[src/source/acc_consts.svh]
// --------------------------------------------------
// Image geometry and memory map for the accelerator
// Line length must be a multiple of 4 and at least 8
// Line count must be at least 3
// Result image starts right after the source image
// --------------------------------------------------
`ifndef ACC_CONSTS_SVH
`define ACC_CONSTS_SVH

// Image size in pixels
`define ACC_LINE_LENGTH 16
`define ACC_LINE_COUNT 8

// Four pixels per 32-bit memory word
`define ACC_WORDS_PER_LINE (`ACC_LINE_LENGTH / 4)

// First word of the result region
`define ACC_WRITEBACK_ADDR (`ACC_WORDS_PER_LINE * `ACC_LINE_COUNT)

// Greyscale depth
`define ACC_PIXEL_BITS 8

`endif

[src/source/acc_pkg.sv]
// --------------------------------------------------
// Shared types for the Sobel accelerator
// Pixel 0 of a memory word is its low byte
// --------------------------------------------------
`include "acc_consts.svh"

package acc_pkg;

  // One memory word, seen whole or as four pixels
  typedef union packed {
    logic [4*`ACC_PIXEL_BITS-1:0]    word;
    logic [3:0][`ACC_PIXEL_BITS-1:0] pix;  // pix[0] is leftmost
  } pixel_word_t;

  // Line slot in the three-line ring, 0 to 2
  typedef logic [1:0] slot_t;

  // Word position inside one image line
  typedef logic [$clog2(`ACC_WORDS_PER_LINE)-1:0] word_idx_t;

  // Neighbourhood of one output word
  // Row 0 is the top line, column 0 the left neighbour
  typedef logic [2:0][5:0][`ACC_PIXEL_BITS-1:0] window_t;

endpackage

[src/source/acc_control.sv]
// --------------------------------------------------
// Sequencer for loads, result writes and ring rotation
// Memory must accept one access per cycle
// Read data is expected one cycle after the address
// All counters restart on every start
// --------------------------------------------------
`timescale 1ns/1ps
`include "acc_consts.svh"

module acc_control (
  input  logic               clk,
  input  logic               reset,
  input  logic               start,
  output logic [15:0]        addr,
  output logic               en,
  output logic               we,
  output logic               finish,
  output logic               buf_wr_en,
  output acc_pkg::slot_t     buf_wr_slot,
  output acc_pkg::word_idx_t buf_word_idx,
  output logic               first_line,
  output logic               last_line,
  output acc_pkg::slot_t     top_slot
);

  // --------------------------------------------------
  // State encoding
  // --------------------------------------------------
  localparam logic [2:0] S_IDLE = 3'd0;
  localparam logic [2:0] S_LOAD = 3'd1;  // First two lines
  localparam logic [2:0] S_PROC = 3'd2;  // One output line of writes
  localparam logic [2:0] S_GAP  = 3'd3;  // Bus turnaround
  localparam logic [2:0] S_READ = 3'd4;  // Refill oldest slot
  localparam logic [2:0] S_DONE = 3'd5;

  localparam int LINE_BITS = $clog2(`ACC_LINE_COUNT);
  localparam logic [LINE_BITS-1:0] PRE_LAST = LINE_BITS'(`ACC_LINE_COUNT - 2);
  localparam acc_pkg::word_idx_t LAST_WORD =
    acc_pkg::word_idx_t'(`ACC_WORDS_PER_LINE - 1);
  localparam logic [15:0] WB_ADDR = 16'(`ACC_WRITEBACK_ADDR);

  logic [2:0]           state, state_nx;
  logic [15:0]          rd_addr, rd_addr_nx;     // Next source word
  logic [15:0]          wr_addr, wr_addr_nx;     // Next result word
  acc_pkg::word_idx_t   word_cnt, word_cnt_nx;   // Issue / process position
  logic [LINE_BITS-1:0] line_cnt, line_cnt_nx;   // Output lines done
  acc_pkg::slot_t       top_nx;
  logic                 last_nx;
  acc_pkg::slot_t       ld_slot, ld_slot_nx;     // Slot the issued read lands in
  logic                 ld_first, ld_first_nx;   // Issued read belongs to line 0
  acc_pkg::word_idx_t   st_word;                 // Word being stored this cycle
  logic                 rd_issue;
  logic                 load_done;

  // Ring advance from top to mid to bot
  function automatic acc_pkg::slot_t rotate(input acc_pkg::slot_t s);
    return (s == 2'd2) ? 2'd0 : s + 2'd1;
  endfunction

  assign addr      = we ? wr_addr : rd_addr;
  assign rd_issue  = en && !we;
  // Last word of line 1 or of a refill lands this cycle
  assign load_done = buf_wr_en && (st_word == LAST_WORD) && !first_line;
  // Stores use the delayed index and result writes the live one
  assign buf_word_idx = buf_wr_en ? st_word : word_cnt;

  // --------------------------------------------------
  // Next-state and bus strobes
  // --------------------------------------------------
  always_comb begin
    state_nx    = state;
    rd_addr_nx  = rd_addr;
    wr_addr_nx  = wr_addr;
    word_cnt_nx = word_cnt;
    line_cnt_nx = line_cnt;
    top_nx      = top_slot;
    last_nx     = last_line;
    ld_slot_nx  = ld_slot;
    ld_first_nx = ld_first;
    en          = 1'b0;
    we          = 1'b0;
    finish      = 1'b0;

    case (state)
      S_IDLE: begin
        if (start) begin
          en       = 1'b1;  // Read word 0 right away
          state_nx = S_LOAD;
        end
      end
      S_LOAD: begin
        if (load_done) state_nx = S_PROC;
        else en = 1'b1;
      end
      S_PROC: begin
        en         = 1'b1;
        we         = 1'b1;
        wr_addr_nx = wr_addr + 16'd1;
        if (word_cnt == LAST_WORD) begin
          word_cnt_nx = '0;
          if (last_line) begin
            state_nx = S_DONE;
          end else begin
            line_cnt_nx = line_cnt + 1'b1;
            if (line_cnt == PRE_LAST) begin
              // Last line needs no refill since its bottom row reuses the middle
              last_nx = 1'b1;
              top_nx  = rotate(top_slot);
            end else begin
              state_nx   = S_GAP;
              ld_slot_nx = top_slot;  // Oldest line gets overwritten
            end
          end
        end else begin
          word_cnt_nx = word_cnt + 1'b1;
        end
      end
      S_GAP: state_nx = S_READ;
      S_READ: begin
        if (load_done) begin
          state_nx = S_PROC;
          top_nx   = rotate(top_slot);  // Refilled slot becomes bottom
        end else begin
          en = 1'b1;
        end
      end
      S_DONE: begin
        finish = 1'b1;
        if (!start) begin
          state_nx    = S_IDLE;
          // Rearm every counter and address for the next start
          rd_addr_nx  = '0;
          wr_addr_nx  = WB_ADDR;
          word_cnt_nx = '0;
          line_cnt_nx = '0;
          top_nx      = 2'd0;
          last_nx     = 1'b0;
          ld_slot_nx  = 2'd1;  // Line 0 goes to slot 1 and is mirrored into slot 0
          ld_first_nx = 1'b1;
        end
      end
      default: state_nx = S_IDLE;
    endcase

    // Read issue bookkeeping
    if (en && !we) begin
      rd_addr_nx = rd_addr + 16'd1;
      if (word_cnt == LAST_WORD) begin
        word_cnt_nx = '0;
        if (state == S_LOAD) begin
          ld_slot_nx  = ld_slot + 2'd1;
          ld_first_nx = 1'b0;
        end
      end else begin
        word_cnt_nx = word_cnt + 1'b1;
      end
    end
  end

  // --------------------------------------------------
  // Registers with store strobes one cycle after the issue
  // --------------------------------------------------
  always_ff @(posedge clk or posedge reset) begin
    if (reset) begin
      state       <= S_IDLE;
      rd_addr     <= '0;
      wr_addr     <= WB_ADDR;
      word_cnt    <= '0;
      line_cnt    <= '0;
      top_slot    <= 2'd0;
      last_line   <= 1'b0;
      ld_slot     <= 2'd1;
      ld_first    <= 1'b1;
      buf_wr_en   <= 1'b0;
      buf_wr_slot <= 2'd0;
      st_word     <= '0;
      first_line  <= 1'b0;
    end else begin
      state       <= state_nx;
      rd_addr     <= rd_addr_nx;
      wr_addr     <= wr_addr_nx;
      word_cnt    <= word_cnt_nx;
      line_cnt    <= line_cnt_nx;
      top_slot    <= top_nx;
      last_line   <= last_nx;
      ld_slot     <= ld_slot_nx;
      ld_first    <= ld_first_nx;
      buf_wr_en   <= rd_issue;              // dataR valid next cycle
      buf_wr_slot <= ld_slot;
      st_word     <= word_cnt;
      first_line  <= rd_issue && ld_first;
    end
  end

  // Stores and result writes share buf_word_idx and must never overlap
  a_store_not_in_write: assert property (
    @(posedge clk) disable iff (reset) we |-> !buf_wr_en
  );
  // Finish only once every result word is written
  a_finish_all_written: assert property (
    @(posedge clk) disable iff (reset)
      finish |-> (wr_addr == 16'(2 * `ACC_WRITEBACK_ADDR))
  );

endmodule

[src/source/line_buffer.sv]
// --------------------------------------------------
// Three-line pixel ring with one border cell per side
// Cell 0 and the last cell copy the end pixels
// Memory is not reset, lines are valid once loaded
// --------------------------------------------------
`timescale 1ns/1ps
`include "acc_consts.svh"

module line_buffer (
  input  logic                 clk,
  input  logic                 reset,
  input  logic                 buf_wr_en,
  input  acc_pkg::slot_t       buf_wr_slot,
  input  acc_pkg::word_idx_t   buf_word_idx,
  input  logic                 first_line,
  input  logic                 last_line,
  input  acc_pkg::slot_t       top_slot,
  input  acc_pkg::pixel_word_t dataR,
  output acc_pkg::window_t     window
);

  localparam int CELLS     = `ACC_LINE_LENGTH + 2;  // Pixels plus two borders
  localparam int CELL_BITS = $clog2(CELLS);
  localparam acc_pkg::word_idx_t LAST_WORD =
    acc_pkg::word_idx_t'(`ACC_WORDS_PER_LINE - 1);

  logic [`ACC_PIXEL_BITS-1:0] line_mem [0:2][0:CELLS-1];

  logic [CELL_BITS-1:0] base;        // Cell left of the current word
  acc_pkg::slot_t       above_slot;  // Mirror target on line 0
  acc_pkg::slot_t       mid_slot;
  acc_pkg::slot_t       bot_slot;
  acc_pkg::slot_t       low_slot;    // Slot feeding the bottom window row

  // Word k covers pixel cells 4k+1 .. 4k+4
  assign base = CELL_BITS'({buf_word_idx, 2'b00});

  assign above_slot = (buf_wr_slot == 2'd0) ? 2'd2 : buf_wr_slot - 2'd1;
  assign mid_slot   = (top_slot == 2'd2) ? 2'd0 : top_slot + 2'd1;
  assign bot_slot   = (top_slot == 2'd0) ? 2'd2 : top_slot - 2'd1;
  assign low_slot   = last_line ? mid_slot : bot_slot;  // Bottom edge reuse

  // --------------------------------------------------
  // Write side
  // --------------------------------------------------
  always_ff @(posedge clk) begin
    if (buf_wr_en) begin
      for (int r = 0; r < 3; r++) begin
        // Own slot, plus the slot above while loading line 0
        if ((r == buf_wr_slot) || (first_line && (r == above_slot))) begin
          for (int i = 0; i < 4; i++) begin
            line_mem[r][base + 1 + i] <= dataR.pix[i];
          end
          if (buf_word_idx == '0)
            line_mem[r][0] <= dataR.pix[0];        // Left border
          if (buf_word_idx == LAST_WORD)
            line_mem[r][CELLS-1] <= dataR.pix[3];  // Right border
        end
      end
    end
  end

  // --------------------------------------------------
  // Read side, six columns around the current word
  // --------------------------------------------------
  always_comb begin
    for (int j = 0; j < 6; j++) begin
      window[0][j] = line_mem[top_slot][base + j];
      window[1][j] = line_mem[mid_slot][base + j];
      window[2][j] = line_mem[low_slot][base + j];
    end
  end

  // Slot 3 does not exist, a store there would be lost
  a_slot_range: assert property (
    @(posedge clk) disable iff (reset) buf_wr_en |-> (buf_wr_slot < 2'd3)
  );

endmodule

[src/source/sobel_unit.sv]
// --------------------------------------------------
// Four Sobel magnitudes per cycle, purely combinational
// Magnitude is |gx| + |gy| clamped to 255
// --------------------------------------------------
`timescale 1ns/1ps

module sobel_unit (
  input  acc_pkg::window_t     window,
  output acc_pkg::pixel_word_t result_word
);

  // Zero-extended pixel as a signed operand
  function automatic logic signed [10:0] px(
    input acc_pkg::window_t w,
    input int               row,
    input int               col
  );
    return $signed({3'b000, w[row][col]});
  endfunction

  always_comb begin
    logic signed [10:0] gx;    // Right minus left, +-1020 at most
    logic signed [10:0] gy;    // Top minus bottom
    logic signed [10:0] dx_mid;
    logic signed [10:0] dy_mid;
    logic [10:0]        abs_x;
    logic [10:0]        abs_y;
    logic [11:0]        mag;

    // Output pixel c sits in window column c + 1
    for (int c = 0; c < 4; c++) begin
      // Centre row and column carry weight 2
      dx_mid = px(window, 1, c + 2) - px(window, 1, c);
      dy_mid = px(window, 0, c + 1) - px(window, 2, c + 1);

      gx = px(window, 0, c + 2) - px(window, 0, c)
         + (dx_mid <<< 1)
         + px(window, 2, c + 2) - px(window, 2, c);

      gy = px(window, 0, c) - px(window, 2, c)
         + (dy_mid <<< 1)
         + px(window, 0, c + 2) - px(window, 2, c + 2);

      abs_x = gx[10] ? -gx : gx;
      abs_y = gy[10] ? -gy : gy;
      mag   = {1'b0, abs_x} + {1'b0, abs_y};  // Up to 2040

      result_word.pix[c] = (mag > 12'd255) ? 8'hFF : mag[7:0];  // Saturate
    end
  end

endmodule

[src/source/acc_top.sv]
// --------------------------------------------------
// Sobel accelerator top, single shared memory bus
// Memory must be ready every cycle, no handshake
// --------------------------------------------------
`timescale 1ns/1ps

module acc_top (
  input  logic        clk,
  input  logic        reset,
  input  logic        start,
  output logic [15:0] addr,
  output logic        en,
  output logic        we,
  input  logic [31:0] dataR,
  output logic [31:0] dataW,
  output logic        finish
);

  acc_pkg::pixel_word_t rd_word;      // dataR split into pixels
  acc_pkg::pixel_word_t result_word;
  acc_pkg::window_t     window;
  acc_pkg::slot_t       buf_wr_slot;
  acc_pkg::slot_t       top_slot;
  acc_pkg::word_idx_t   buf_word_idx;
  logic                 buf_wr_en;
  logic                 first_line;
  logic                 last_line;

  assign rd_word.word = dataR;
  assign dataW        = result_word.word;  // Valid with the write strobe

  acc_control u_control (
    .clk          (clk),
    .reset        (reset),
    .start        (start),
    .addr         (addr),
    .en           (en),
    .we           (we),
    .finish       (finish),
    .buf_wr_en    (buf_wr_en),
    .buf_wr_slot  (buf_wr_slot),
    .buf_word_idx (buf_word_idx),
    .first_line   (first_line),
    .last_line    (last_line),
    .top_slot     (top_slot)
  );

  line_buffer u_line_buffer (
    .clk          (clk),
    .reset        (reset),
    .buf_wr_en    (buf_wr_en),
    .buf_wr_slot  (buf_wr_slot),
    .buf_word_idx (buf_word_idx),
    .first_line   (first_line),
    .last_line    (last_line),
    .top_slot     (top_slot),
    .dataR        (rd_word),
    .window       (window)
  );

  sobel_unit u_sobel (
    .window      (window),
    .result_word (result_word)
  );

endmodule

[config.mk]
export PLATFORM = sky130hd
export DESIGN_NAME = acc_top
export DESIGN_NICKNAME = d
export VERILOG_FILES = /design/src/source/acc_pkg.sv /design/src/source/acc_control.sv /design/src/source/line_buffer.sv /design/src/source/sobel_unit.sv /design/src/source/acc_top.sv
export VERILOG_INCLUDE_DIRS = /design/src /design/src/source
export SDC_FILE = /design/constraint.sdc
export NUM_CORES = 2
export LEC_CHECK = 0
export BUFFER_PORTS_ARGS = -buffer_cell sky130_fd_sc_hd__clkbuf_2
export CAP_MARGIN = 20
export CELL_PAD_IN_SITES_DETAIL_PLACEMENT = 0
export CELL_PAD_IN_SITES_GLOBAL_PLACEMENT = 1
export CORE_ASPECT_RATIO = 0.6
export CORE_MARGIN = 3
export CORE_UTILIZATION = 45
export CTS_CLUSTER_DIAMETER = 80
export DETAILED_ROUTE_END_ITERATION = 10
export PLACE_DENSITY = 0.79
export SYNTH_ARGS = -nofsm -noshare
export SYNTH_HDL_FRONTEND = slang
export SYNTH_HIERARCHICAL = 1
export SYNTH_SLANG_ARGS = --single-unit
[constraint.sdc]
create_clock -name clk -period 12.69 [get_ports clk]
set_input_delay 2.538 -clock clk [delete_from_list [all_inputs] [get_ports clk]]
set_output_delay 2.538 -clock clk [all_outputs]
set_load 0.005 [all_outputs]
; Word-level counts from Yosys, hierarchy flattened
; Memory sizes are Yosys's and may differ from the RTL's.
; Cells that the tools add are included.
[totals]
ram_bits = 432
output_inout_bits = 51
input_bits = 35
mem_count = 1
regBits = 52
[op_classes]
magnitude_cmp = 17
n_addsub = 65
mux = 1509
reduce_logical = 33
n_eq_ne = 24
bitwise = 1353
[memory_table]
columns = memory, words, width, read_ports, rd_ports_with_merged_regs, wr, line
row1 = u_line_buffer.line_mem, 3, 144, 3, 0, 3, line_buffer.sv:27  ; logic [`ACC_PIXEL_BITS-1:0] line_mem [0:2][0:CELLS-1];
[op_table]
columns = op, count
row1 = two-way mux 144 bit, 12
row2 = two-way mux 1 bit, 1383
row3 = bitwise OR 1 bit, 1344
row4 = binary-select mux 8 bit (select 5 bit), 18
row5 = two-way mux 8 bit, 44
row6 = ">= comparator 33 x 6 -> 1 bit, second input constant", 9
row7 = inverter 32 -> 33 bit, 8
row8 = demux 8 bit (select 5 bit), 4
row9 = "less-than comparator 33 x 1 -> 1 bit, second input constant", 4
row10 = subtractor 8 x 8 -> 9 bit, 13
row11 = adder 11 bit, 8
row12 = adder 11 x 9 -> 11 bit, 8
row13 = two-way mux 11 bit, 8
row14 = negation 11 bit, 8
row15 = subtractor 11 x 9 -> 11 bit, 8
row16 = two-way mux 16 bit, 5
row17 = "adder 32 x 2 -> 32 bit, second input constant", 2
row18 = adder 11 x 11 -> 12 bit, 4
row19 = "> comparator 12 x 8 -> 1 bit, second input constant", 4
row20 = two-way mux 2 bit, 19
row21 = inverter 4 -> 33 bit, 1
row22 = "adder 16 x 1 -> 16 bit, second input constant", 2
row23 = "adder 32 x 1 -> 32 bit, second input constant", 1
row24 = case mux 16 bit (2 select lines), 1
row25 = 35 further kinds, 83

; Longest topological paths before layout
; An unclocked memory read counts as a cell.
[depth]
ltp_word = 16
depth_mapped = 43
depth_no_buf = 36

; Hierarchy
; The synthesis kept the hierarchy.
[modules_own_cells]
columns = module, cells_per_inst, instances, area_per_inst_um2
row1 = line_buffer, 2435, 1, 27441.3
row2 = sobel_unit, 1775, 1, 14054.7
row3 = acc_control, 338, 1, 3030.4

; Worst setup path before layout
; OpenSTA, ideal clock, no wires.
[synth_timing]
kind = reg2out
from = register u_control.top_slot[1]
to = output port dataW[6]
required_time_ps = 10152
path_slack_ps = 909
path_buffers = 6
t_arrival_ps = 9243
path_stages_with_launch = 40
path_cell_list = dfrtp_1 -> buf_2 -> clkbuf_1 -> clkbuf_1 -> inv_2 -> buf_1 -> ha_1 -> mux2i_2 -> buf_6 -> buf_6 -> nand2_1 -> a31oi_1 -> nor2_1 -> a211oi_1 -> inv_1 -> fa_1 -> a21o_1 -> a21oi_1 -> [4 not listed] -> fa_1 -> fa_1 -> inv_1 -> ha_1 -> a21o_1 -> a21o_1 -> a31o_2 -> a21oi_1 -> xnor2_1 -> mux2_2 -> fa_1 -> a21oi_1 -> o311ai_1 -> a41oi_1 -> xnor2_1 -> a211oi_1 -> a21boi_1 -> nand2_1
[synth_lines]
columns = item, line
row1 = start: declaration, acc_control.sv:23  ; output acc_pkg::slot_t top_slot
row2 = start signal: assignment, acc_control.sv:184  ; top_slot <= top_nx;
row3 = end: declaration, acc_top.sv:15  ; output logic [31:0] dataW,

==> flow_summary_export.csv <==
group,metric,value,unit
floorplanning,pin_count,86,
timing,setup_viol,0,
finish,drive_gt1_frac,0.1470,
routing,wl_per_cell,26.54,µm
placement,gp_congestion,0.9632,
yosys,async_flop_share,0.1074,
worst_setup_path,critPathMaxStageDelay,0.51,ns
timing,fin_crit,12.35,ns
global_route,grt_pass1_vias,34130,
worst_setup_path,critPathKind,"reg -> out",
finish,syn_to_final_growth,8.818,%
timing,slew-limit-headroom,0.2039,
routing,drt-vias-per-instance,6.236,
run_status,outcome,"completed",
timing,maxSlewViolCount,0,
global_route,grt-ovfl-total,0,
global_route,grt_usage,0.2955,
yosys,syn_avg_cell_area,9.790,µm²
routing,drt_iter0_markers,5510,
yosys,synth_top_flop_cell,"edfxtp_1",
timing,clock_skew,0.01454,ns
global_route,use_met3,0.1008,
placement,dp_hpwl,117200,µm
global_route,grt_max_degree,142,
worst_setup_path,r2r_start,"u_control/buf_wr_en$_DFF_PP0_",
yosys,ys_ff_latch,484,
routing,antenna_left,0,
yosys,ys_seq_area_frac,0.3207,
global_route,use_met1,0.4585,
clocking,cts_buffers,46,
floorplanning,die_h,249.7,µm
yosys,yosys_warnings,6,
timing,final_hold_viol_count,0,
global_route,grt_first_pass_wirelength,228100,µm
worst_hold_path,min_from,"u_control/ld_slot[0]$_DFF_PP1_",
placement,numPortBuffers,85,
worst_setup_path,worstPathArrival,9.81,ns
global_route,grt.busiest_layer,"met1",
job,cap_viol_max_count,0,
worst_setup_path,startpoint,"u_control/top_slot[0]$_DFFE_PP0P_",
clocking,cts_tree,"yes",
clocking,cts-root-buf,"clkbuf_16",
clocking,cts_sinks,484,
worst_setup_path,path_max_fanout,13,
worst_setup_path,ff2ff_path_depth,8,
timing,tightest_slew,1.182,ns
floorplanning,placementRows,88,
worst_hold_path,hold_class,"reg -> reg",
worst_setup_path,endpoint,"dataW[0]",
yosys,synth_top_area_frac,0.2913,
yosys,synth_fp_nets,5012,
routing,num_vias,36820,
timing,timing.setup.tns,0,ns
worst_setup_path,reg2reg_slack,8.48,ns
finish,finalNetCount,5028,
worst_setup_path,critPathCaptureType,"output port",
worst_setup_path,r2r_end,"u_line_buffer/line_mem[1][96]$_DFFE_PP_",
finish,fillers,8924,
timing,finalCritPeriodShare,0.9729,
routing,drtPass1Iterations,7,
worst_setup_path,slowest_stage,"dfrtp_4",
routing,finalWirelength,156700,µm
yosys,netlist_top_cells_area,"edfxtp_1, ha_1, mux2i_1",
yosys,synth_area_leader_cell,"edfxtp_1",
yosys,synth_edf_count,432,
yosys,yosysUniqueCellTypes,99,
worst_setup_path,startpoint_type,"register",
timing,max_freq,80.99,MHz
yosys,syn_inst,4548,
global_route,grtUsageMet2,0.3904,
clocking,worstSkewPairLatency,0.60,ns
yosys,syn_area,0.04453,mm²
floorplanning,die-area,0.1029,mm²
routing,remaining_drc_errors,0,
floorplanning,start_util,0.4585,
floorplanning,design.core.area,0.09711,mm²
global_route,antenna_found_initial,2,
clocking,cts_max_level,2,
clocking,clock_path_buffers,3,
clocking,clk_pin_slew_worst_paths,0.07,ns
floorplanning,die_w,412.1,µm
worst_setup_path,required,10.15,ns
==> logic make-up (layout without fill, tap and decap cells) <==
logic type / count (synthesis) / after routing / synth area share
DFF: 484 / 484 / 0.3207
adders and majority gates: 429 / 429 / 0.1430
and+or+nand+nor: 1231 / 1231 / 0.1225
xor gates and xnor gates: 240 / 240 / 0.04755
muxes: 605 / 608 / 0.1774
buffers and inverters: 665 / 712 / 0.05997
AOI/OAI and AO/OA: 894 / 894 / 0.1290
other: 0 / 1 / 0
==> final cells by class <==
type | count | area (µm²) | area share
timing repair buffer | 210 | 1519 | 0.03135
multi-input combinational | 3402 | 27880 | 0.5753
clock buffer | 53 | 1187 | 0.02451
antenna | 1 | 2.502 | 0.00005165
tap | 1305 | 1633 | 0.03370
sequential | 484 | 14290 | 0.2948
inverter | 420 | 1582 | 0.03264
clock inverter | 29 | 367.9 | 0.007592
==> timing repair <==
item                                    in CTS  in global routing
endpoints found under the setup margin      29                 32
hold buffers                                 0                  0
cloned                                       0                  4
buffers inserted                             3                 18
gates resized for setup                      7                 32
pin swaps                                    0                  6
==> layout by cell type (no fill, tap or decap), types with 20 or more instances in the layout <==
cell	n
a21o_1	90
o21ai_0	275
mux2_2	194
o21a_1	40
ha_1	291
a22oi_1	20
fa_1	133
nor2b_1	59
clkbuf_16	47
a21oi_1	156
edfxtp_1	432
mux2i_1	279
nand3_1	63
nor2_1	138
xnor2_1	144
clkbuf_2	85
inv_1	408
buf_4	109
xor2_1	91
mux4_2	123
nand4_1	23
o211ai_1	53
o21bai_1	28
nand2_1	728
a31oi_1	57
dfrtp_1	46
a211o_1	20
nand2b_1	33
nor3_1	72
==> metrics by stage <==
step	area [µm²]	hold WS [ns]	util	setup slack, ns	std cells
6_report	48450	0.4421	0.4989	0.3434	5904
5_1_grt	48450	0.4527	0.4989	-0.05026	5903
4_1_cts	48070	0.4361	0.4950	0.01222	5881
3_5_place_dp	46470	0.4243	0.4785	0.3534	5796
3_3_place_gp	46470	0.4206	0.4785	0.5251	5796
2_1_floorplan	44530	0.3857	-	0.9090	4548
==> synth_stat cells (49+ instances only) <==
cell        n
a21o_1     90
a21oi_1   157
a31oi_1    58
buf_2      76
clkbuf_1  139
dfrtp_1    49
edfxtp_1  432
fa_1      133
ha_1      296
inv_1     414
mux2_2    196
mux2i_1   279
mux4_2    123
nand2_1   729
nand3_1    63
nor2_1    141
nor2b_1    61
nor3_1     73
o211ai_1   53
o21ai_0   276
xnor2_1   147
xor2_1     91
==> worst min path at each step <==
stage                                               to  slack [ns]  cells past startpoint
finish              u_control/buf_wr_slot[0]$_DFF_PP0_        0.44                      0
global route        u_control/buf_wr_slot[0]$_DFF_PP0_        0.45                      0
CTS                 u_control/buf_wr_slot[0]$_DFF_PP0_        0.44                      0
detailed placement  u_control/buf_wr_slot[0]$_DFF_PP0_        0.42                      0
global placement    u_control/buf_wr_slot[0]$_DFF_PP0_        0.42                      0
floorplan           u_control/buf_wr_slot[1]$_DFF_PP0_        0.39                      0
==> sequential cells by signal, indices dropped and copies added (netlist names), 2 cells and up <==
register,count
u_control/buf_wr_slot,2
u_control/state,3
u_control/rd_addr,16
u_control/word_cnt,2
u_control/st_word,2
u_control/ld_slot,2
u_control/wr_addr,16
u_line_buffer/line_mem,432
u_control/top_slot,2
u_control/line_cnt,3
==> per-layer routing <==
| metal | routed length, µm | vias up |
|---|---|---|
| met4 | 4239 | 0 |
| met1 | 69050 | 17920 |
| met2 | 59530 | 2323 |
| met3 | 23870 | 270 |
| li1 | - | 16310 |
| met5 | 0 | - |
==> worst max-delay path, delay by kind of cell, from the launching register on <==
kind                       cells  cell delay, ns
and+or+nand+nor                3            0.28
DFF                            1            0.51
adders and majority gates      6            2.37
buffers and inverters          8            1.27
AOI/OAI and AO/OA             15            3.38
muxes                          2            0.75
xor gates and xnor gates       3            0.65
Power is left out: the tool's default activity adds up to more than one toggle a clock period on the data nets, which glitch-free logic cannot reach.
